### src/verilog/exp_table.svh
// e^(k/16) in Q16.16, k = 0..64, rounded to nearest
localparam logic [exp_pkg::DATA_WIDTH-1:0] EXP_TABLE [0:exp_pkg::TABLE_SIZE-1] = '{
    32'd65536,      // e^0.0000
    32'd69763,
    32'd74262,
    32'd79052,
    32'd84150,      // e^0.25
    32'd89577,
    32'd95354,
    32'd101504,
    32'd108051,     // e^0.5
    32'd115019,
    32'd122437,
    32'd130334,
    32'd138740,     // e^0.75
    32'd147688,
    32'd157213,
    32'd167352,
    32'd178145,     // e^1
    32'd189635,
    32'd201865,
    32'd214884,
    32'd228743,     // e^1.25
    32'd243496,
    32'd259200,
    32'd275917,
    32'd293712,     // e^1.5
    32'd312655,
    32'd332819,
    32'd354284,
    32'd377134,     // e^1.75
    32'd401457,
    32'd427348,
    32'd454910,
    32'd484249,     // e^2
    32'd515481,
    32'd548726,
    32'd584116,
    32'd621788,     // e^2.25
    32'd661890,
    32'd704578,
    32'd750020,
    32'd798392,     // e^2.5
    32'd849884,
    32'd904697,
    32'd963044,
    32'd1025156,    // e^2.75
    32'd1091272,
    32'd1161653,
    32'd1236574,
    32'd1316326,    // e^3
    32'd1401221,
    32'd1491592,
    32'd1587792,
    32'd1690196,    // e^3.25
    32'd1799204,
    32'd1915243,
    32'd2038765,
    32'd2170254,    // e^3.5
    32'd2310224,
    32'd2459220,
    32'd2617826,
    32'd2786662,    // e^3.75
    32'd2966386,
    32'd3157701,
    32'd3361356,
    32'd3578144     // e^4, clamp value
};

### src/verilog/exp_pkg.sv
`default_nettype none

package exp_pkg;

    // fixed-point word format, Q16.16
    parameter int DATA_WIDTH = 32;      // argument and result word
    parameter int FRAC_WIDTH = 16;      // fractional bits

    // table geometry
    parameter int STEP_SHIFT  = 12;     // bits below the 1/16 step, also frac width
    parameter int INDEX_WIDTH = 7;      // holds 0..64
    parameter int TABLE_SIZE  = 65;     // entries 0..64

    // saturation point of the argument range
    parameter logic [DATA_WIDTH-1:0] ARG_MAX = 4 << FRAC_WIDTH;  // 4.0

    // index used for clamped arguments
    parameter logic [INDEX_WIDTH-1:0] INDEX_MAX = INDEX_WIDTH'(TABLE_SIZE - 1);

    // vector width when the top level is not overridden
    parameter int N_LANES_DEFAULT = 4;

endpackage : exp_pkg

`default_nettype wire

### src/verilog/exp_range_reduce.sv
`timescale 1ns/1ps
`default_nettype none

module exp_range_reduce #(
    parameter int N_LANES = exp_pkg::N_LANES_DEFAULT
) (
    input  logic                                       i_clk,
    input  logic                                       rst_n,
    input  logic                                       in_valid,
    input  logic [N_LANES*exp_pkg::DATA_WIDTH-1:0]     in_args,
    output logic                                       red_valid,
    output logic [N_LANES*exp_pkg::INDEX_WIDTH-1:0]    red_index,
    output logic [N_LANES*exp_pkg::STEP_SHIFT-1:0]     red_frac
);

    import exp_pkg::*;

    logic [N_LANES*INDEX_WIDTH-1:0] index_next;    // per-lane table index
    logic [N_LANES*STEP_SHIFT-1:0]  frac_next;     // per-lane interpolation fraction

    // split each argument into index and fraction
    always_comb begin
        logic [DATA_WIDTH-1:0] arg;
        for (int l = 0; l < N_LANES; l++) begin
            arg = in_args[l*DATA_WIDTH +: DATA_WIDTH];
            if (arg >= ARG_MAX) begin                          // saturate at e^4
                index_next[l*INDEX_WIDTH +: INDEX_WIDTH] = INDEX_MAX;
                frac_next[l*STEP_SHIFT +: STEP_SHIFT]    = '0;
            end else begin
                index_next[l*INDEX_WIDTH +: INDEX_WIDTH] =
                    arg[STEP_SHIFT +: INDEX_WIDTH];            // bits above the step
                frac_next[l*STEP_SHIFT +: STEP_SHIFT]    =
                    arg[STEP_SHIFT-1:0];                       // position inside the step
            end
        end
    end

    // one register stage for all lanes
    always_ff @(posedge i_clk or negedge rst_n) begin
        if (!rst_n) begin
            red_valid <= 1'b0;
            red_index <= '0;
            red_frac  <= '0;
        end else begin
            red_valid <= in_valid;                             // strobe follows data by 1
            if (in_valid) begin                                // sample only on strobe
                red_index <= index_next;
                red_frac  <= frac_next;
            end
        end
    end

    // index never points past the last table entry
    for (genvar g = 0; g < N_LANES; g++) begin : g_chk
        a_index_range : assert property (
            @(posedge i_clk) disable iff (!rst_n)
            red_valid |-> (red_index[g*INDEX_WIDTH +: INDEX_WIDTH] <= INDEX_MAX)
        ) else $error("lane %0d index out of table range", g);
    end

endmodule : exp_range_reduce

`default_nettype wire

### config.mk
export PLATFORM = sky130hd
export DESIGN_NAME = exp_range_reduce
export DESIGN_NICKNAME = d
export VERILOG_FILES = /design/src/verilog/exp_table.svh /design/src/verilog/exp_pkg.sv /design/src/verilog/exp_range_reduce.sv
export SDC_FILE = /design/constraint.sdc
export NUM_CORES = 1
export LEC_CHECK = 0
export ABC_CLOCK_PERIOD_IN_PS = 800
export BUFFER_PORTS_ARGS = -buffer_cell sky130_fd_sc_hd__buf_4
export CORE_MARGIN = 5
export CORE_UTILIZATION = 44
export DETAILED_ROUTE_END_ITERATION = 8
export GPL_TIMING_DRIVEN = 0
export PLACE_DENSITY_LB_ADDON = 0.3
export SYNTH_ARGS = -nofsm -noshare
export SYNTH_HDL_FRONTEND = slang
export SYNTH_SLANG_ARGS = --single-unit
### constraint.sdc
create_clock -name i_clk -period 0.8 [get_ports i_clk]
set_input_delay 0 -clock i_clk [delete_from_list [all_inputs] [get_ports i_clk]]
set_output_delay 0 -clock i_clk [all_outputs]
set_load 0.03 [all_outputs]
==> impl_metrics.tcl <==
set metrics [dict create \
    status "finished with violations" \
    violations "negative hold slack, negative setup slack" \
    dp_hpwl_mm 7.93 \
    switching_share 0.237 \
    start_util 0.456 \
    synth_ff_type "dfrtp_1" \
    cp_cell_sequence "buf_6" \
    drt_iter0_drc 123 \
    clk_latency_ns 0.35 \
    routabilityCongestion 0.825 \
    cp.required_ns 0.80 \
    seqPwrFrac 0.437 \
    wirelength_mm 16.1 \
    ys_ff_latch 77 \
    drv_cap 0 \
    cts_made_buffers 9 \
    cp-start-kind "register" \
    grt_start_max_net_pins 78 \
    synthToLayoutAreaGrowth_pct 97.1 \
    worst_pin_slew_ns 0.989 \
    yosys.area.top_type "dfrtp_1" \
    fin_ws_ns -0.141 \
    synth-edff-count 0 \
    critPathSlowestCell "dfrtp_1" \
    ys_warn_count 0 \
    power.switching_mw 2.11 \
    layout.nets 797 \
    grt_pass1_wl_mm 21.8 \
    synth_most_common_cell "inv_1" \
    drtAntennaViolNets 0 \
    vias_per_cell 5.02 \
    cts.clk_slew.worst_paths_ns 0.09 \
    synthTopCellsByCount "inv_1 (144), dfrtp_1 (77), o22ai_1 (36), o22ai_2 (36), nor4_2 (8)" \
    synthCells 330 \
    yosysUniqueCellTypes 13 \
    internal_power_mw 6.80 \
    drv_slew 0 \
    dieArea_um2 10000 \
    drt_first_pass_iters 4 \
    netlist.area_leader.share 0.541 \
    antenna_cells 0 \
    hold_violations 77 \
    cts.sinks 77 \
    io_buffers 207 \
    power_density_nw_per_um2 1270 \
    fp.dieW_um 100 \
    wl_per_cell_um 20.8 \
    p_clk_frac 0.415 \
    stdcell_area_um2 7020 \
    power_mw 8.90 \
    vias 3882 \
    rsz0062_at_grt "yes" \
    leakage_nw 3.59 \
    endpoint_kind "primary output" \
    core_um2 7810 \
    seq_area_frac_synth 0.541 \
    rows 32 \
    whs_ns -0.218 \
    critical-path-top-delay-family "flip-flops" \
    cts_tree "built" \
    final.min_clock_period_ns 0.941 \
    setup_viol 87 \
    drc 0 \
    cts_root_buffer "clkbuf_8" \
    syn-num-nets 461 \
    die_h_um 100 \
    cp_num_buf_inv 1 \
    fillers 299 \
    skew_ns 0 \
    synth_area_leaders "dfrtp_1 (54%), inv_1 (15%), o22ai_2 (13%)" \
    dpl_cell_area_um2 5330 \
    avgSynthCellArea_um2 10.8 \
    async_reset_ff_frac 1.00 \
    crit_cells 1 \
    ctsHtreeMaxLevel 3 \
    grt_antenna_before_repair 0 \
    pin_count 208 \
    cp.arrival_ns 0.94 \
    globalRoute.totalOverflow 0 \
    gr-usage-all-layers 0.283 \
    slew_headroom 0.341 \
    combPwrFrac 0.148 \
    cts.hold.buffers_added 73 \
    crit_fanout 2 \
    fmax_ghz 1.06 \
    drive_above_1_share 0.537 \
    clockBufferDepth 2 \
    synth_area_um2 3560 \
    ff2ff_path_depth 3 \
    max_stage_delay_ns 0.43 \
    grt_pass1_vias 4197 \
    worstHoldPathType "in2async" \
    crit_type "reg2out" \
    ir_worst_vdd_v 0.00108 \
    fin_crit_sh 1.18 \
]
-- logic make-up after synthesis --
family	Yosys count	share of synthesized area
AND/OR/NAND/NOR	20	0.0843
flip-flops	77	0.541
AO/OA/AOI/OAI	76	0.198
buffers and inverters	157	0.177
-- per-layer routing --
layer / vias up / track usage / share of wire
li1: 1698 / - / -
met1: 1898 / 0.306 / 0.34
met2: 244 / 0.513 / 0.53
met3: 42 / 0.0952 / 0.096
met4: 0 / 0.101 / 0.033
met5: - / 0 / 0
-- timing repair --
action                                  4_1_cts  5_1_grt
pin swaps                                     2        3
endpoints found under the setup margin       88      112
hold endpoints to repair                    150       77
gates resized for setup                      77       39
setup buffers                                17       28
-- power groups by stage --
stage          Sequential, mW  Clock [mW]  Combinational (mW)
4_1_cts                  3.89        3.65                1.23
2_1_floorplan            3.98           0               0.240
6_report                 3.89        3.69                1.32
3_3_place_gp             3.97           0               0.915
5_1_grt                  3.89        3.92                1.40
3_5_place_dp             3.97           0               0.934
-- cell type report --
| class | instances | area [um^2] | share of cell area |
|---|---|---|---|
| clock inverters | 6 | 110 | 0.0157 |
| flip-flops and latches | 77 | 1930 | 0.274 |
| repair buffers | 325 | 2940 | 0.419 |
| inverters | 144 | 543 | 0.0773 |
| multi-input cells | 96 | 1140 | 0.162 |
| clock buffers | 10 | 138 | 0.0196 |
| plain buffers | 13 | 97.6 | 0.0139 |
| well taps | 102 | 128 | 0.0182 |
-- worst register-to-register path: cells and delay by family, from the launching register on --
family,cells,cell delay [ns]
flops,1,0.39
compound gates,1,0.20
buf+inv,2,0.17
-- sequential cells by signal, summed over array words and instances (netlist names) --
name / flops
red_frac: 48
red_index: 28
red_valid: 1
-- cell usage in the layout, fill, tap and decap left out, types with 3 or more instances in the layout --
master / netlist / final
inv_2: 0 / 18
clkbuf_8: 0 / 10
dfrtp_1: 77 / 77
nand4_4: 4 / 4
buf_4: 1 / 167
o22ai_1: 36 / 28
nor4b_4: 4 / 4
o21a_1: 4 / 4
o22ai_2: 36 / 44
buf_6: 4 / 89
inv_1: 144 / 125
buf_2: 5 / 5
nor4_4: 0 / 8
dlygate4sd3_1: 0 / 73
bufinv_16: 0 / 3
-- worst paths after layout --
| path | startpoint | endpoint | slack, ns |
|---|---|---|---|
| max in group asynchronous | rst_n | red_frac[18] | 0.36 |
| min in group i_clk | in_args[117] | red_index[24] | 0.03 |
| worst max register to register | red_frac[1] | red_frac[1] | -0.06 |
| worst min-delay path | rst_n | red_frac[35] | -0.22 |
| worst max-delay path | red_frac[14] | red_frac[14] | -0.14 |
| worst min register to register | red_index[27] | red_index[27] | 0.51 |
-- through the flow --
step	instances	worst slack (ns)	setup TNS, ns	hold WS [ns]	util
floorplan	330	-0.0985	-1.46	-0.296	-
global placement	639	-0.438	-22.89	0.132	0.683
detailed placement	639	-0.437	-24.97	0.134	0.683
CTS	745	-0.125	-7.41	-0.167	0.862
global route	773	-0.169	-11.32	-0.140	0.899
finish	773	-0.141	-8.39	-0.218	0.899
No activity file was read; power rests on OpenSTA's default activity.
