--- src/verilog/exp_table.svh ---
// e^(k/16) in Q16.16, k = 0..64, rounded to nearest
localparam logic [exp_pkg::DATA_WIDTH-1:0] EXP_TABLE [0:exp_pkg::TABLE_SIZE-1] = '{
    32'd65536,      // e^0.0000
    32'd69763,
    32'd74262,
    32'd79052,
    32'd84150,      // e^0.25
    32'd89577,
    32'd95354,
    32'd101504,
    32'd108051,     // e^0.5
    32'd115019,
    32'd122437,
    32'd130334,
    32'd138740,     // e^0.75
    32'd147688,
    32'd157213,
    32'd167352,
    32'd178145,     // e^1
    32'd189635,
    32'd201865,
    32'd214884,
    32'd228743,     // e^1.25
    32'd243496,
    32'd259200,
    32'd275917,
    32'd293712,     // e^1.5
    32'd312655,
    32'd332819,
    32'd354284,
    32'd377134,     // e^1.75
    32'd401457,
    32'd427348,
    32'd454910,
    32'd484249,     // e^2
    32'd515481,
    32'd548726,
    32'd584116,
    32'd621788,     // e^2.25
    32'd661890,
    32'd704578,
    32'd750020,
    32'd798392,     // e^2.5
    32'd849884,
    32'd904697,
    32'd963044,
    32'd1025156,    // e^2.75
    32'd1091272,
    32'd1161653,
    32'd1236574,
    32'd1316326,    // e^3
    32'd1401221,
    32'd1491592,
    32'd1587792,
    32'd1690196,    // e^3.25
    32'd1799204,
    32'd1915243,
    32'd2038765,
    32'd2170254,    // e^3.5
    32'd2310224,
    32'd2459220,
    32'd2617826,
    32'd2786662,    // e^3.75
    32'd2966386,
    32'd3157701,
    32'd3361356,
    32'd3578144     // e^4, clamp value
};

--- src/verilog/exp_pkg.sv ---
`default_nettype none

package exp_pkg;

    // fixed-point word format, Q16.16
    parameter int DATA_WIDTH = 32;      // argument and result word
    parameter int FRAC_WIDTH = 16;      // fractional bits

    // table geometry
    parameter int STEP_SHIFT  = 12;     // bits below the 1/16 step, also frac width
    parameter int INDEX_WIDTH = 7;      // holds 0..64
    parameter int TABLE_SIZE  = 65;     // entries 0..64

    // saturation point of the argument range
    parameter logic [DATA_WIDTH-1:0] ARG_MAX = 4 << FRAC_WIDTH;  // 4.0

    // index used for clamped arguments
    parameter logic [INDEX_WIDTH-1:0] INDEX_MAX = INDEX_WIDTH'(TABLE_SIZE - 1);

    // vector width when the top level is not overridden
    parameter int N_LANES_DEFAULT = 4;

endpackage : exp_pkg

`default_nettype wire

--- src/verilog/exp_lane.sv ---
`timescale 1ns/1ps
`default_nettype none

module exp_lane (
    input  logic                                i_clk,
    input  logic                                rst_n,
    input  logic                                red_valid,
    input  logic [exp_pkg::INDEX_WIDTH-1:0]     red_index,
    input  logic [exp_pkg::STEP_SHIFT-1:0]      red_frac,
    output logic                                lane_valid,
    output logic [exp_pkg::DATA_WIDTH-1:0]      lane_result
);

    import exp_pkg::*;

    `include "exp_table.svh"

    logic [INDEX_WIDTH-1:0]           ceil_index;  // neighbour entry, pinned at 64
    logic                             s1_valid;    // fetch stage valid
    logic [DATA_WIDTH-1:0]            s1_floor;    // entry at index
    logic [DATA_WIDTH-1:0]            s1_ceil;     // entry at index + 1
    logic [STEP_SHIFT-1:0]            s1_frac;     // fraction carried along
    logic [DATA_WIDTH-1:0]            delta;       // slope over one step
    logic [DATA_WIDTH+STEP_SHIFT-1:0] prod;        // widened slope * frac

    assign ceil_index = (red_index == INDEX_MAX) ? red_index : red_index + 1'b1;

    // stage 1 table fetch
    always_ff @(posedge i_clk or negedge rst_n) begin
        if (!rst_n) begin
            s1_valid <= 1'b0;
            s1_floor <= '0;
            s1_ceil  <= '0;
            s1_frac  <= '0;
        end else begin
            s1_valid <= red_valid;
            if (red_valid) begin
                s1_floor <= EXP_TABLE[red_index];
                s1_ceil  <= EXP_TABLE[ceil_index];
                s1_frac  <= red_frac;
            end
        end
    end

    assign delta = s1_ceil - s1_floor;                 // table is increasing
    assign prod  = delta * s1_frac;                    // no overflow at this width

    // stage 2 multiply-add, frac 0 gives floor exactly
    always_ff @(posedge i_clk or negedge rst_n) begin
        if (!rst_n) begin
            lane_valid  <= 1'b0;
            lane_result <= '0;
        end else begin
            lane_valid <= s1_valid;
            if (s1_valid) begin
                lane_result <= s1_floor + prod[STEP_SHIFT +: DATA_WIDTH];
            end
        end
    end

    // fetched pair is ordered
    a_ceil_ge_floor : assert property (
        @(posedge i_clk) disable iff (!rst_n)
        s1_valid |-> (s1_ceil >= s1_floor)
    ) else $error("ceil entry below floor entry");

    // result stays inside the bracketing pair of the previous stage
    a_result_bounded : assert property (
        @(posedge i_clk) disable iff (!rst_n)
        s1_valid ##1 lane_valid |->
            (lane_result >= $past(s1_floor)) && (lane_result <= $past(s1_ceil))
    ) else $error("interpolated result outside table interval");

endmodule : exp_lane

`default_nettype wire

--- config.mk ---
export PLATFORM = sky130hd
export DESIGN_NAME = exp_lane
export DESIGN_NICKNAME = d
export VERILOG_FILES = /design/src/verilog/exp_pkg.sv /design/src/verilog/exp_lane.sv
export VERILOG_INCLUDE_DIRS = /design/src /design/src/verilog
export SDC_FILE = /design/constraint.sdc
export NUM_CORES = 1
export LEC_CHECK = 0
export ABC_AREA = 1
export BUFFER_PORTS_ARGS = -buffer_cell sky130_fd_sc_hd__buf_2
export CORE_MARGIN = 5
export CORE_UTILIZATION = 40
export CTS_BUF_LIST = sky130_fd_sc_hd__clkbuf_4
export CTS_CLUSTER_DIAMETER = 200
export CTS_CLUSTER_SIZE = 8
export DETAILED_ROUTE_END_ITERATION = 10
export PLACE_DENSITY_LB_ADDON = 0.25
export SETUP_SLACK_MARGIN = 0.15
export SYNTH_ARGS = -nofsm -noshare
export SYNTH_HDL_FRONTEND = slang
export SYNTH_SLANG_ARGS = --single-unit
export TNS_END_PERCENT = 20
--- constraint.sdc ---
create_clock -name i_clk -period 16.5 [get_ports i_clk]
set_clock_uncertainty 0.2 [all_clocks]
set_input_delay 0.825 -clock i_clk [delete_from_list [all_inputs] [get_ports i_clk]]
set_output_delay 0.825 -clock i_clk [all_outputs]
set_load 0.01 [all_outputs]
==> results.md <==
- The remaining max-slew budget at the tightest pin is between 10% and 20%.
- Among all stages on the critical path, the largest delay is contributed by xor2_1.
- STA puts the critical path data arrival time at between 10 and 15 ns.
- The total via count in the routed design is 20100.
- Static timing analysis puts the maximum clock frequency at around 0.1 GHz.
- The worst setup slack for register-to-register paths is between 6 and 7 ns.
- Counting stages on the worst path, the most repeated cell is nand2_1.
- The worst register-to-register path begins at s1_floor[0].
- For the worst-skew pair, the clock arrives at the later sink with an insertion delay of about 0.58 ns.
- After layout, the worst path uses 59.2% of the clock period.
- The maximum root-to-sink buffer count is 2.
- Yosys mapped a number of flops with a built-in enable equal to 0.
- After detailed routing, the number of remaining DRC violations is 0.
- The final layout contains 3385 nets.
- After technology mapping, the gate count stands at 2918.
- The placement row count is 84.
- Hold repair after CTS inserted 0 buffers.
- For the worst flop-to-flop path, the logic depth is between 40 and 50.
- The most used flip-flop cell after synthesis is dfrtp_1.
- The actual transition at the worst max-transition pin is 1.31 ns.
- In this run, the number of DRC markers left after iteration 0 of detailed routing was between 2000 and 2500.
- The starting utilization of the core area is just over 40%.
- The number of nets handed over by synthesis was 3398.
- The worst setup path is captured at a register.
- The tree is rooted in a clkbuf_4.
- The largest fanout of any net on the critical path is 10.
- The initial antenna violation count is 2.
- The vertical die dimension is 240 um.
- Across the run, the number of max-cap violations was 0.
- Once the clock tree was built, the resizer swapped 0 gates to a different size.
- The total negative setup slack is 0 ns.
- Clock-pin slew was measured on the worst setup and hold paths at about 0.17 ns.
- The class of the tightest hold or removal check is input pin to async pin.
- The clock drives 90 sinks.
- For the worst setup path, the data required time is around 17 ns.
- STA classifies the critical path startpoint as a register.
- The die outline area is roughly 0.058 sq mm.
- After detailed routing, the average wire length per cell comes to ~21 um.
- The post-detailed-routing wire length is around 76 mm.
- The number of CTS-inserted buffers is 9.
- The run finished with clean final reports.
- The first TritonRoute pass finished after 6 iterations.
- The critical setup path kind is register to register.
- For this run, the slowest stage of the critical path takes 0.96 ns.
- Relative to the synthesized area, the layout overhead comes to 4.71%.
- The number of pins with negative max-slew slack in the final report came to 0.
- Counting flops with an async set or reset pin after synthesis yields a share of 100%.
- The number of antenna-violating nets in the routed design is 0.
- The count of distinct cell types in the synthesized netlist is 68.
- The post-CTS setup repair buffer count is 0.
- The shortest clock period the worst path allows after layout is about 10 ns.
- The total core area is approximately 0.052 sq mm.
- The filler cell count is 5478.
- In this run, synthesis produced a sequential element count of 90.
- TritonCTS built the clock tree.
- For this run, the register share of the synthesized area comes to 10.7%.
- The total of buffers placed on input and output ports is 54.
- The total congestion overflow after global routing is 0.
- The mapped cell area is between 0.02 and 0.025 sq mm.
- Setup repair after global routing left no endpoint under its margin.
- The global routing usage summed across all routing layers is between 20% and 30%.
- The number of ports placed on the die boundary is 55.
- At the end of routability-driven placement, the weighted congestion stood at 0.965.
- The count of endpoints failing hold in the final timing report was 0.
- The width of the chip is approximately 240 um.
- The number of setup violations in the final report is 0.
- The detail-routed via count per cell is 5.58.
- The H-tree depth is 3.
- The number of warnings reported in the yosys synthesis log is 0.
- Dividing the synthesized area by the synthesized cell count gives a little over 7 sq um.
- The detailed placer's ending HPWL is 61.4 mm.
- The number of global-route vias before repair is ~21000.
- Entering global routing, the biggest net connects 53 pins.
- In the final layout, flip-flops and latches occupy between 0.002 and 0.0025 sq mm.
- Summing all multi-input logic gate instances after layout gives about 0.016 sq mm.
- The proportion of layout cells with a drive suffix above 1 is 6.39%.
- The reg-to-reg critical path endpoint is lane_result[28].
- The wire length of the first global-routing pass is 120 mm.
-- cell type report --
| cell class | instances | area share (%) |
|---|---|---|
| multi-input cells | 2122 | 73.1 |
| inverters | 614 | 10.4 |
| flip-flops and latches | 90 | 10.2 |
| well taps | 688 | 3.89 |
| repair buffers | 68 | 1.71 |
| clock buffers | 10 | 0.339 |
| clock inverters | 6 | 0.328 |
| diodes | 4 | 0.0452 |
-- through the flow --
stage                     cells  cell area (sq um)  hold slack (ns)  utilization, %  worst slack [ns]
after floorplan            2918              21100            0.155               -              8.53
after global placement     3582              22000            0.257            41.9              6.92
after detailed placement   3582              22000            0.264            41.9              6.86
after CTS                  3598              22100           0.0322            42.2              6.79
after global routing       3602              22100           0.0642            42.2              6.03
final                      3602              22100           0.0500            42.2              6.73
-- cells in the mapped netlist (all sizes together) (27+ instances only) --
master / count / share of area (%)
nand3: 133 / 3.3
xor2: 37 / 1.7
o21ai: 174 / 4.2
fa: 301 / 29
nor2: 306 / 5.6
inv: 610 / 11
o211ai: 27 / 0.98
buf: 38 / 1.0
a21oi: 161 / 3.9
clkbuf: 54 / 0.97
or2: 42 / 1.2
ha: 157 / 9.3
nand2: 592 / 11
dfrtp: 90 / 11
-- kinds of logic (layout without fill, tap and decap cells) --
family / after synthesis / count (layout) / synth area share [%]
flip-flops: 90 / 90 / 10.7
AND/OR/NAND/NOR: 1127 / 1127 / 22.6
XOR/XNOR: 61 / 61 / 2.81
adder cells (fa/ha/maj): 458 / 458 / 37.8
buffers and inverters: 706 / 698 / 12.9
other: 0 / 4 / 0
AO/OA/AOI/OAI: 476 / 476 / 13.2
-- worst max path at each step --
stage	from	end
2_1_floorplan	s1_floor[0]	lane_result[28]
3_3_place_gp	s1_floor[0]	lane_result[30]
3_5_place_dp	s1_floor[0]	lane_result[28]
4_1_cts	s1_floor[0]	lane_result[28]
5_1_grt	s1_floor[0]	lane_result[28]
6_report	s1_floor[0]	lane_result[28]
-- worst max-delay path, delay by kind of cell (launching register included) --
kind | cells | cell delay (ns)
adder cells (fa/ha/maj) | 9 | 4.06
AO/OA/AOI/OAI | 8 | 1.57
AND/OR/NAND/NOR | 16 | 1.54
XOR/XNOR | 2 | 1.25
buffers and inverters | 6 | 0.56
flip-flops | 1 | 0.47
-- placed cells by master, fill, tap and decap left out, drive strengths merged, types with 27 or more instances in the layout --
| master | n |
|---|---|
| buf | 68 |
| nand3 | 133 |
| dfrtp | 90 |
| o211ai | 27 |
| a21oi | 161 |
| inv | 613 |
| or2 | 42 |
| ha | 157 |
| nand2 | 592 |
| xor2 | 37 |
| o21ai | 174 |
| fa | 301 |
| nor2 | 306 |
-- registers in the layout, summed over array words and instances, names as in the netlist --
signal and cells:
lane_valid 1, s1_floor 22, s1_valid 1, s1_frac 12
s1_ceil 22, lane_result 32
-- per-layer routing --
metal / up-vias / GRT usage, % / wire [um]
met5: - / 0.253 / 0
met2: 929 / 41.5 / 33800
li1: 9068 / - / -
met3: 152 / 4.89 / 6200
met1: 9946 / 38.1 / 33800
met4: 0 / 9.01 / 2600
Power is left out: the tool's default activity adds up to more than one toggle a clock period on the data nets, which glitch-free logic cannot reach.
