## src/verilog/exp_table.svh

```systemverilog
// e^(k/16) in Q16.16, k = 0..64, rounded to nearest
localparam logic [exp_pkg::DATA_WIDTH-1:0] EXP_TABLE [0:exp_pkg::TABLE_SIZE-1] = '{
    32'd65536,      // e^0.0000
    32'd69763,
    32'd74262,
    32'd79052,
    32'd84150,      // e^0.25
    32'd89577,
    32'd95354,
    32'd101504,
    32'd108051,     // e^0.5
    32'd115019,
    32'd122437,
    32'd130334,
    32'd138740,     // e^0.75
    32'd147688,
    32'd157213,
    32'd167352,
    32'd178145,     // e^1
    32'd189635,
    32'd201865,
    32'd214884,
    32'd228743,     // e^1.25
    32'd243496,
    32'd259200,
    32'd275917,
    32'd293712,     // e^1.5
    32'd312655,
    32'd332819,
    32'd354284,
    32'd377134,     // e^1.75
    32'd401457,
    32'd427348,
    32'd454910,
    32'd484249,     // e^2
    32'd515481,
    32'd548726,
    32'd584116,
    32'd621788,     // e^2.25
    32'd661890,
    32'd704578,
    32'd750020,
    32'd798392,     // e^2.5
    32'd849884,
    32'd904697,
    32'd963044,
    32'd1025156,    // e^2.75
    32'd1091272,
    32'd1161653,
    32'd1236574,
    32'd1316326,    // e^3
    32'd1401221,
    32'd1491592,
    32'd1587792,
    32'd1690196,    // e^3.25
    32'd1799204,
    32'd1915243,
    32'd2038765,
    32'd2170254,    // e^3.5
    32'd2310224,
    32'd2459220,
    32'd2617826,
    32'd2786662,    // e^3.75
    32'd2966386,
    32'd3157701,
    32'd3361356,
    32'd3578144     // e^4, clamp value
};

```

## src/verilog/exp_pkg.sv

```systemverilog
`default_nettype none

package exp_pkg;

    // fixed-point word format, Q16.16
    parameter int DATA_WIDTH = 32;      // argument and result word
    parameter int FRAC_WIDTH = 16;      // fractional bits

    // table geometry
    parameter int STEP_SHIFT  = 12;     // bits below the 1/16 step, also frac width
    parameter int INDEX_WIDTH = 7;      // holds 0..64
    parameter int TABLE_SIZE  = 65;     // entries 0..64

    // saturation point of the argument range
    parameter logic [DATA_WIDTH-1:0] ARG_MAX = 4 << FRAC_WIDTH;  // 4.0

    // index used for clamped arguments
    parameter logic [INDEX_WIDTH-1:0] INDEX_MAX = INDEX_WIDTH'(TABLE_SIZE - 1);

    // vector width when the top level is not overridden
    parameter int N_LANES_DEFAULT = 4;

endpackage : exp_pkg

`default_nettype wire

```

## src/verilog/exp_sum_collect.sv

```systemverilog
`timescale 1ns/1ps
`default_nettype none

module exp_sum_collect #(
    parameter int N_LANES = exp_pkg::N_LANES_DEFAULT
) (
    input  logic                                    i_clk,
    input  logic                                    rst_n,
    input  logic [N_LANES-1:0]                      lane_valid,
    input  logic [N_LANES*exp_pkg::DATA_WIDTH-1:0]  lane_results,
    output logic                                    out_valid,
    output logic [N_LANES*exp_pkg::DATA_WIDTH-1:0]  out_exps,
    output logic [exp_pkg::DATA_WIDTH-1:0]          out_sum
);

    import exp_pkg::*;

    logic                  vec_valid;  // lanes move in lockstep
    logic [DATA_WIDTH-1:0] sum_next;   // combinational lane total

    assign vec_valid = lane_valid[0];

    // adder loop over the lanes
    always_comb begin
        sum_next = '0;
        for (int l = 0; l < N_LANES; l++) begin
            sum_next = sum_next + lane_results[l*DATA_WIDTH +: DATA_WIDTH];  // fits for <= 64 lanes
        end
    end

    // output registers, held until the next vector
    always_ff @(posedge i_clk or negedge rst_n) begin
        if (!rst_n) begin
            out_valid <= 1'b0;
            out_exps  <= '0;
            out_sum   <= '0;
        end else begin
            out_valid <= vec_valid;            // one-cycle strobe
            if (vec_valid) begin
                out_exps <= lane_results;
                out_sum  <= sum_next;
            end
        end
    end

    // all lanes share one reducer strobe and the same depth
    a_lanes_aligned : assert property (
        @(posedge i_clk) disable iff (!rst_n)
        (&lane_valid) == (|lane_valid)
    ) else $error("lane valid bits disagree: %b", lane_valid);

endmodule : exp_sum_collect

`default_nettype wire

```

## config.mk

```make
export PLATFORM = sky130hd
export DESIGN_NAME = exp_sum_collect
export DESIGN_NICKNAME = d
export VERILOG_FILES = /design/src/verilog/exp_table.svh /design/src/verilog/exp_pkg.sv /design/src/verilog/exp_sum_collect.sv
export SDC_FILE = /design/constraint.sdc
export NUM_CORES = 1
export LEC_CHECK = 0
export BUFFER_PORTS_ARGS = -buffer_cell sky130_fd_sc_hd__buf_4
export CAP_MARGIN = 20
export CORE_MARGIN = 2
export CORE_UTILIZATION = 48
export CTS_BUF_LIST = sky130_fd_sc_hd__clkbuf_4
export DETAILED_ROUTE_END_ITERATION = 16
export PLACE_DENSITY = 0.86
export REMOVE_ABC_BUFFERS = 1
export SYNTH_ARGS = -nofsm -noshare
export SYNTH_HDL_FRONTEND = slang
export SYNTH_SLANG_ARGS = --single-unit
```

## constraint.sdc

```tcl
create_clock -name i_clk -period 1 [get_ports i_clk]
set_clock_uncertainty 0.15 [all_clocks]
set_input_delay 0.1 -clock i_clk [delete_from_list [all_inputs] [get_ports i_clk]]
set_output_delay 0.1 -clock i_clk [all_outputs]
set_load 0.005 [all_outputs]
```

==> results of run 1 <==
what timing repair did:
| item | CTS | global route |
|---|---|---|
| endpoints found under the hold margin | 311 | 40 |
| endpoints found under the setup margin | 192 | 224 |
| pin swaps | 30 | 37 |
| resized for setup | 230 | 87 |
| hold buffers | 129 | 2 |
| gates cloned | 0 | 0 |
| setup buffers | 48 | 50 |
metal layers:
layer  share of wire  global-route usage  up-vias
li1                -                   -     3836
met1            0.35               0.345     4377
met3           0.086              0.0891      143
met2            0.52               0.594      467
met4           0.049               0.130        0
met5               0                   0        -
power groups by stage:
stage / logic, mW / registers, mW / clock network [mW]
2_1_floorplan: 5.71 / 8.47 / 0
3_3_place_gp: 11.2 / 8.45 / 0
3_5_place_dp: 11.5 / 8.50 / 0
4_1_cts: 14.0 / 8.58 / 4.41
5_1_grt: 17.4 / 8.82 / 4.74
6_report: 16.3 / 8.73 / 4.43
state kept, by name, summed over array words and instances, names as in the netlist:
register and flops:
out_exps 128, out_valid 1, out_sum 32
cells in the mapped netlist, types with 2 or more instances:
master,count
sky130_fd_sc_hd__inv_1,172
sky130_fd_sc_hd__dfrtp_1,161
sky130_fd_sc_hd__mux2_2,148
sky130_fd_sc_hd__fa_1,62
sky130_fd_sc_hd__a21oi_1,34
sky130_fd_sc_hd__ha_1,31
sky130_fd_sc_hd__nand2_1,27
sky130_fd_sc_hd__clkbuf_1,23
sky130_fd_sc_hd__xnor2_1,19
sky130_fd_sc_hd__a21o_1,17
sky130_fd_sc_hd__nor2_1,16
sky130_fd_sc_hd__o21ai_0,16
sky130_fd_sc_hd__xor2_1,11
sky130_fd_sc_hd__and3_1,6
sky130_fd_sc_hd__a31oi_1,5
sky130_fd_sc_hd__nand3_1,5
sky130_fd_sc_hd__nand4_1,5
sky130_fd_sc_hd__o211ai_1,5
sky130_fd_sc_hd__o21a_1,5
sky130_fd_sc_hd__a2111oi_0,3
sky130_fd_sc_hd__a221o_1,3
sky130_fd_sc_hd__nand2b_1,3
sky130_fd_sc_hd__buf_2,2
sky130_fd_sc_hd__nor3_1,2
sky130_fd_sc_hd__o2111a_1,2
sky130_fd_sc_hd__o21bai_1,2
cells by family (layout without fill, tap and decap cells):
kind of cell             count (synthesis)  in the layout  share of synthesized area
adder cells (fa/ha/maj)                 93             93                      0.173
XOR/XNOR                                30             30                     0.0279
AND/OR/NAND/NOR                         72             72                     0.0364
flip-flops                             161            161                      0.428
buffers and inverters                  197            810                     0.0788
AO/OA/AOI/OAI                          106            106                     0.0760
multiplexers                           150            150                      0.180
path summary, 6_finish.rpt:
| kind | from | to | slack (ns) | cells past startpoint |
|---|---|---|---|---|
| worst max register to register | out_sum[2] | out_sum[2] | -0.22 | 3 |
| max in group asynchronous | rst_n | out_exps[118] | 0.30 | 3 |
| worst min-delay path | lane_results[0] | out_exps[0] | -0.33 | 2 |
| worst min register to register | out_sum[28] | out_sum[28] | 0.39 | 1 |
| worst max-delay path | lane_results[1] | out_sum[11] | -2.19 | 15 |
| min in group asynchronous | rst_n | out_exps[73] | -0.15 | 2 |
stage by stage:
step	cell area, sq um	setup slack [ns]	setup TNS (ns)
finish	16200	-2.19	-115.26
global route	16200	-2.20	-128.00
CTS	15500	-2.02	-111.58
detailed placement	12700	-2.73	-96.26
global placement	12700	-2.63	-93.86
floorplan	9320	-2.35	-59.71
cell type report:
class / count / area, sq um / area share
inverters: 172 / 648 / 0.0400
well taps: 265 / 332 / 0.0205
repair buffers: 606 / 5790 / 0.357
clock buffers: 17 / 128 / 0.00787
flip-flops and latches: 161 / 4030 / 0.249
multi-input cells: 451 / 5110 / 0.315
clock inverters: 15 / 180 / 0.0111
worst max-delay path: cells and delay by family:
kind / cells / cell delay [ns]
simple gates: 2 / 0.19
xor+xnor: 1 / 0.17
buf+inv: 4 / 0.49
fa+ha+maj: 4 / 1.61
mux: 1 / 0.28
compound gates: 3 / 0.65
==> results.toml, run 1 <==
[status]
outcome = "complete, but fails checks"
violations = "hold timing, setup timing"

[critical_path]
worst_path_max_delay_cell = "sky130_fd_sc_hd__fa_1"
path_max_fanout = 2
cp.required_ns = 1.28
setup.worst_path.end_class = "flop"
critical_path.max_stage_delay_ns = 0.57
critical_path.cell_chain = "buf_6, fa_1, fa_1, ha_4, fa_2, a21o_1, buf_4, buf_4, buf_6, a221oi_4, o21ai_1, nand3_1, nand2_1, xor2_1, mux2_2"
cp_data_arrival_time_ns = 3.47
worst-setup-path-type = "primary input to flop"
worstSetupStartpointType = "primary input"

[global_routing]
grt_start_max_net_pins = 42
vias_in_the_first_global_route = 9628
overall_overflow_remaining_after_global_route = 0
grtUsageTotal = 0.321
global_route_wire_length_before_repair_microns = 50700
antenna_violations_before_repair = 0

[logic_synthesis]
post_synth_num_cell_types = 50
synth-warning-count = 0
synth_seq_cells = 161
netlist_instances = 809
synth.yosys.seq_area_share = 0.428
synth-edff-count = 0
most_used_flip_flop_cell_after_synthesis = "sky130_fd_sc_hd__dfrtp_1"
netlist.area_leader.share = 0.428
synthesized_area_divided_by_synthesized_cell_count_sq_um = 11.6
synth_top_cell_by_area = "sky130_fd_sc_hd__dfrtp_1"
yosys-top-cells-area = "sky130_fd_sc_hd__dfrtp_1 (43%), sky130_fd_sc_hd__mux2_2 (18%), sky130_fd_sc_hd__fa_1 (13%)"
async_reset_ff_frac = 1.00
post_synth_instance_area_sq_um = 9410

[final_layout]
final_common_cell = "sky130_fd_sc_hd__buf_4"
areaGrowthSynthToFinish_pct = 72.2
utilization = 0.838
fin_cells = 1687
layout.cells.most_common_list = "sky130_fd_sc_hd__buf_4 (260), sky130_fd_sc_hd__buf_6 (204), sky130_fd_sc_hd__inv_1 (166)"
final_nets = 1636
filler_cell_count = 929
insertedDiodeCount = 0
layout-drive-gt1-share = 0.501

[worst_hold_path]
holdCritPathClass = "primary input to flop"

[power]
total_power_draw_mw = 29.5
p_seq_frac = 0.296
power.share.switching = 0.361
vdd_ir_drop_max_mv = 1.04
power.leakage_nw = 8.14
clkPwrFrac = 0.150
power.density_cell_area_nw_per_um2 = 1820
cellInternalPower_mw = 18.8
switching_power_mw = 10.6
p_comb_frac = 0.554

[cts]
cts_tree = "done"
total_clock_sinks = 161
htree_num_levels = 4
cts_max_path_buffers = 2
worstSkewPairLatency_ns = 0.55
numCtsBuffers = 17
clkSlewWorstSetupHoldPaths_ns = 0.16
clock-root-buffer = "sky130_fd_sc_hd__clkbuf_4"

[timing]
final_period_minus_worst_setup_slack_ns = 3.19
setup_slack_ns = -2.19
fin_hold_ws_ns = -0.328
fmaxAchievable_ghz = 0.314
timing.slew.headroom = 0.718
report.final.hold_viol_count = 35
rsz_0062_raised_after_global_routing = "true"
finalMaxSlewViolations = 0
timing.final.crit_share = 3.19
finalSetupViolations = 243
worst-slew-pin-transition_ns = 0.420

[route]
viasPerCell = 5.23
drcViolationCount = 0
routed_wl_microns = 36400
drt-initial-drc-count = 502
antenna_violating_nets_post_route = 0
detailroute.via_count = 8823
drt-wirelength-per-cell_microns = 21.6
detailedRoute.firstPassIterationCount = 7

[placement]
dp_hpwl_microns = 20400
port-buffer-count = 291
place.gp.congestion = 0.824
place.detailed.instances = 1442

[floorplanning]
floorplan.die.width_microns = 144
die_height_microns = 144
design.core.area_sq_um = 19300
die-area_sq_um = 20700
initial_utilization = 0.487
io_pins = 295
placement_rows = 51

[flow_run]
max_cap_violations = 0
No activity file was read; power rests on OpenSTA's default activity.
==> run 2: changes to the inputs <==
- BUFFER_PORTS_ARGS: -buffer_cell sky130_fd_sc_hd__buf_4 -> -buffer_cell sky130_fd_sc_hd__buf_2
==> results.toml, run 2 (synthesis gave the netlist of run 1 again) <==
[status]
outcome = "complete, but fails checks"
violations = "hold timing, setup timing"

[critical_path]
cp_data_arrival_time_ns = 3.41
worst-setup-path-type = "primary input to flop"
path_max_fanout = 4
cp.required_ns = 1.31
worstSetupStartpointType = "primary input"
setup.worst_path.end_class = "flop"

[final_layout]
final_nets = 1620
largest_reg_flops = 128
fin_cells = 1676
layout.cells.most_common_list = "sky130_fd_sc_hd__buf_2 (273), sky130_fd_sc_hd__inv_1 (162), sky130_fd_sc_hd__dfrtp_1 (160)"
areaGrowthSynthToFinish_pct = 56.6
registers.top_by_ff_count = "out_exps"
post-route-cell-area_sq_um = 14700
reg_top3 = "out_exps (128), out_sum (32), out_valid (1)"
layout-drive-gt1-share = 0.500
final_common_cell = "sky130_fd_sc_hd__buf_2"

[timing]
finalSetupViolations = 233
finalMaxSlewViolations = 0
fin_hold_ws_ns = -0.339
setup_slack_ns = -2.10
worst-slew-pin-transition_ns = 0.404
rsz_0062_raised_after_global_routing = "true"
final_period_minus_worst_setup_slack_ns = 3.10
setup_total_negative_slack_ns = -113.50
timing.final.crit_share = 3.10
report.final.hold_viol_count = 93
timing.slew.headroom = 0.728
fmaxAchievable_ghz = 0.323

[power]
p_comb_frac = 0.541
clkPwrFrac = 0.145
power.share.switching = 0.375
vdd_ir_drop_max_mv = 1.04
cellInternalPower_mw = 16.9
power.leakage_nw = 7.57
p_seq_frac = 0.314
power.density_cell_area_nw_per_um2 = 1830
switching_power_mw = 10.1

[route]
detailroute.via_count = 8733
viasPerCell = 5.21
drcViolationCount = 0
drt-initial-drc-count = 407
detailedRoute.firstPassIterationCount = 6
antenna_violating_nets_post_route = 0
routed_wl_microns = 33900
drt-wirelength-per-cell_microns = 20.2

[global_routing]
overall_overflow_remaining_after_global_route = 0
global_route_wire_length_before_repair_microns = 47200
grt_busiest_layer = "met2"
globalRouteMet3Util = 0.0944
antenna_violations_before_repair = 4
grt_start_max_net_pins = 47
grt_use_met1 = 0.314
vias_in_the_first_global_route = 9288
met2_usage = 0.535
grtUsageTotal = 0.297

[floorplanning]
floorplan.die.width_microns = 144
design.core.area_sq_um = 19300
die_height_microns = 144
placement_rows = 51
die-area_sq_um = 20700
io_pins = 295
initial_utilization = 0.487

[cts]
clkSlewWorstSetupHoldPaths_ns = 0.17
total_clock_sinks = 161
worstSkewPairLatency_ns = 0.57
cts_max_path_buffers = 2
htree_num_levels = 4
cts_tree = "done"
clock-root-buffer = "sky130_fd_sc_hd__clkbuf_4"
numCtsBuffers = 17

[placement]
place.detailed.instances = 1438
dp_hpwl_microns = 19500
port-buffer-count = 291
place.gp.congestion = 0.841
placement.cell_area_sq_um = 12000

[worst_hold_path]
holdCritPathClass = "primary input to flop"

[flow_run]
max_cap_violations = 0
==> run 2: changes by cell type in the layout (fill, tap and decap cells not counted), moves of 3 or more <==
cell	before	now
sky130_fd_sc_hd__diode_2	0	5
sky130_fd_sc_hd__inv_2	5	8
sky130_fd_sc_hd__mux2_4	35	29
sky130_fd_sc_hd__mux2_2	114	120
sky130_fd_sc_hd__buf_6	204	44
sky130_fd_sc_hd__inv_1	166	162
sky130_fd_sc_hd__o21ai_1	7	4
sky130_fd_sc_hd__buf_4	260	131
sky130_fd_sc_hd__buf_2	0	273
==> run 2: worst paths after layout <==
kind | startpoint | end | slack [ns] | cells after the start
max in group asynchronous | rst_n | out_exps[93] | 0.36 | 3
worst max-delay path | lane_results[3] | out_sum[17] | -2.10 | 15
worst min-delay path | lane_results[64] | out_exps[64] | -0.34 | 2
worst max register to register | out_sum[2] | out_sum[2] | -0.26 | 3
worst min register to register | out_sum[24] | out_sum[24] | 0.37 | 1
min in group asynchronous | rst_n | out_exps[8] | -0.22 | 2
==> run 2: cell type report <==
type | count | area (sq um)
Timing Repair Buffer | 590 | 4390
Clock buffer | 17 | 128
Clock inverter | 15 | 135
Antenna cell | 5 | 12.5
Fill cell | 1148 | 4590
Multi-Input combinational cell | 451 | 5060
Sequential cell | 161 | 4030
Inverter | 172 | 651
Tap cell | 265 | 332
==> run 2: through the flow <==
stage	total power [mW]	worst slack, ns	util
2_1_floorplan	14.2	-2.35	-
3_3_place_gp	18.9	-2.64	0.620
3_5_place_dp	19.3	-2.72	0.620
4_1_cts	24.7	-2.00	0.726
5_1_grt	28.5	-2.16	0.762
6_report	27.0	-2.10	0.762
==> run 2: power groups by stage <==
stage               clock [mW]  sequential, mW  combinational [mW]
floorplan                    0            8.47                5.71
global route              4.22            8.59                15.7
detailed placement           0            8.46                10.8
CTS                       3.93            8.32                12.4
finish                    3.92            8.50                14.6
global placement             0            8.39                10.5
==> run 2: critical path: stages <==
cell                       delay [ns]
sky130_fd_sc_hd__buf_2           0.12
sky130_fd_sc_hd__inv_1           0.07
sky130_fd_sc_hd__fa_1            0.60
sky130_fd_sc_hd__inv_1           0.11
sky130_fd_sc_hd__fa_1            0.57
sky130_fd_sc_hd__ha_4            0.23
sky130_fd_sc_hd__a21o_1          0.20
sky130_fd_sc_hd__a221o_1         0.32
sky130_fd_sc_hd__o211ai_2        0.16
sky130_fd_sc_hd__buf_6           0.14
sky130_fd_sc_hd__buf_6           0.10
sky130_fd_sc_hd__nand2_4         0.05
sky130_fd_sc_hd__a311oi_2        0.28
sky130_fd_sc_hd__xnor2_1         0.11
sky130_fd_sc_hd__mux2_4          0.26
==> run 2: per-layer routing <==
| metal | vias up | routed length [microns] | part of all wire |
|---|---|---|---|
| li1 | 3822 | - | - |
| met1 | 4306 | 11500 | 0.34 |
| met2 | 467 | 17600 | 0.52 |
| met3 | 138 | 3130 | 0.092 |
| met4 | 0 | 1660 | 0.049 |
| met5 | - | 0 | 0 |
==> run 2: repair_timing <==
item                                    in CTS  in global routing
endpoints found under the setup margin     192                217
endpoints found under the hold margin      316                115
pin swaps                                   23                 38
resized for setup                           60                 99
hold buffers                               127                  1
buffers inserted                            38                 48
==> run 3: changes to the inputs <==
- CORE_ASPECT_RATIO: unset -> 0.75
==> results.toml, run 3 (synthesis gave the netlist of run 1 again) <==
[status]
outcome = "complete, but fails checks"
violations = "hold timing, setup timing"

[placement]
dp_hpwl_microns = 19600
place.gp.congestion = 0.847
port-buffer-count = 291
place.detailed.instances = 1445
placement.cell_area_sq_um = 12100

[timing]
timing.final.crit_share = 3.13
finalSetupViolations = 223
fmaxAchievable_ghz = 0.319
final_period_minus_worst_setup_slack_ns = 3.13
worst-slew-pin-transition_ns = 0.357
finalMaxSlewViolations = 0
report.final.hold_viol_count = 39
setup_slack_ns = -2.13
fin_hold_ws_ns = -0.332
timing.slew.headroom = 0.756
rsz_0062_raised_after_global_routing = "true"

[cts]
cts_max_path_buffers = 2
total_clock_sinks = 161
htree_num_levels = 4
ctsHoldBuffers = 127
numCtsBuffers = 17
cts_tree = "done"
clock-root-buffer = "sky130_fd_sc_hd__clkbuf_4"
worstSkewPairLatency_ns = 0.56
clkSlewWorstSetupHoldPaths_ns = 0.15

[route]
routed.top_layer = "met4"
drt-wirelength-per-cell_microns = 20.1
detailedRoute.firstPassIterationCount = 7
route.met3.wl_microns = 2480
detailroute.via_count = 8797
routed_wl_microns = 33800
route.layer.met1.wl_microns = 12300
met2_wirelength_from_detailed_routing_microns = 17500
viasPerCell = 5.24
antenna_violating_nets_post_route = 0
drt-initial-drc-count = 615
drcViolationCount = 0

[floorplanning]
design.core.area_sq_um = 19300
placement_rows = 44
io_pins = 295
initial_utilization = 0.489
floorplan.die.width_microns = 166
die_height_microns = 125
die-area_sq_um = 20800

[worst_hold_path]
holdCritPathClass = "primary input to flop"

[power]
power.share.switching = 0.366
cellInternalPower_mw = 17.8
total_power_draw_mw = 28.1
power.density_cell_area_nw_per_um2 = 1870
p_seq_frac = 0.300
vdd_ir_drop_max_mv = 0.931
power.leakage_nw = 7.71
switching_power_mw = 10.3
p_comb_frac = 0.556
clkPwrFrac = 0.144

[final_layout]
reg_top3 = "out_exps (128), out_sum (32), out_valid (1)"
layout.cells.most_common_list = "sky130_fd_sc_hd__buf_2 (266), sky130_fd_sc_hd__dfrtp_1 (161), sky130_fd_sc_hd__inv_1 (158)"
registers.top_by_ff_count = "out_exps"
layout-drive-gt1-share = 0.515
areaGrowthSynthToFinish_pct = 59.6
final_nets = 1639
post-route-cell-area_sq_um = 15000
final_common_cell = "sky130_fd_sc_hd__buf_2"
fin_cells = 1678
largest_reg_flops = 128

[global_routing]
overall_overflow_remaining_after_global_route = 0
global_route_wire_length_before_repair_microns = 49300
grtUsageTotal = 0.303
antenna_violations_before_repair = 1
grt_start_max_net_pins = 47
vias_in_the_first_global_route = 9430

[critical_path]
worst-setup-path-type = "primary input to flop"
critical_path.cell_chain = "buf_6, fa_1, fa_1, ha_2, fa_2, a21o_1, a221o_1, o211ai_2, buf_6, buf_4, buf_6, o21a_1, o21ai_1, xor2_1, mux2_2"
worst_path_max_delay_cell = "sky130_fd_sc_hd__fa_1"
setup.worst_path.end_class = "flop"
path_max_fanout = 4
worstSetupStartpointType = "primary input"
cp.required_ns = 1.29
cp_common_cell = "sky130_fd_sc_hd__buf_6"
cp_data_arrival_time_ns = 3.43
critical_path.max_stage_delay_ns = 0.58

[flow_run]
max_cap_violations = 0
run 3: cell types whose count changed in the layout (fill, tap and decap cells not counted), sizes merged:
cell         before  now
dlygate4sd3     128  127
clkinvlp          2    4
clkbuf           17   18
diode             5    1
bufinv            1    2
buf             462  482
inv             176  175
clkinv            8    4
run 3: what timing repair did:
item,in CTS,in global routing
pin swaps,52,44
hold endpoints to repair,312,173
gates resized for setup,84,108
setup buffers,45,42
setup endpoints to repair,192,214
run 3: final cells by class:
class / instances / area [sq um]
multi-input combinational: 451 / 5170
timing repair buffer: 609 / 4580
fill: 1113 / 4240
sequential: 161 / 4030
inverter: 172 / 651
tap: 253 / 317
clock inverter: 13 / 138
clock buffer: 18 / 135
antenna: 1 / 2.50
run 3: power groups by stage:
stage | sequential (mW) | clock [mW] | combinational (mW)
final | 8.43 | 4.05 | 15.6
after global routing | 8.55 | 4.43 | 16.8
after CTS | 8.29 | 4.10 | 13.4
after detailed placement | 8.40 | 0 | 11.3
after global placement | 8.33 | 0 | 10.9
after floorplan | 8.47 | 0 | 5.71
run 3: worst paths after layout:
check / start / endpoint / slack, ns / cells after the start
min reg2reg: out_sum[6] / out_sum[6] / 0.34 / 1
min in group asynchronous: rst_n / out_exps[22] / -0.22 / 2
max in group asynchronous: rst_n / out_exps[107] / 0.43 / 3
max reg2reg: out_sum[4] / out_sum[4] / -0.20 / 3
max: lane_results[1] / out_sum[21] / -2.13 / 15
min: lane_results[0] / out_exps[0] / -0.33 / 2
run 3: per-stage QoR:
step | util | setup slack, ns | setup TNS (ns)
CTS | 0.746 | -2.00 | -110.36
global route | 0.780 | -2.16 | -128.07
detailed placement | 0.628 | -2.72 | -91.85
global placement | 0.628 | -2.64 | -89.60
finish | 0.780 | -2.13 | -112.83
floorplan | - | -2.35 | -59.71
run 3: per-layer routing:
metal	up-vias	GRT usage
li1	3850	-
met1	4413	0.341
met2	421	0.554
met3	113	0.0886
met4	0	0.101
met5	-	0
run 3: worst max-delay path: cells and delay by family:
family	cells	cell delay (ns)
compound gates	5	0.91
xor+xnor	1	0.14
fa+ha+maj	4	1.59
buf+inv	4	0.43
mux	1	0.26
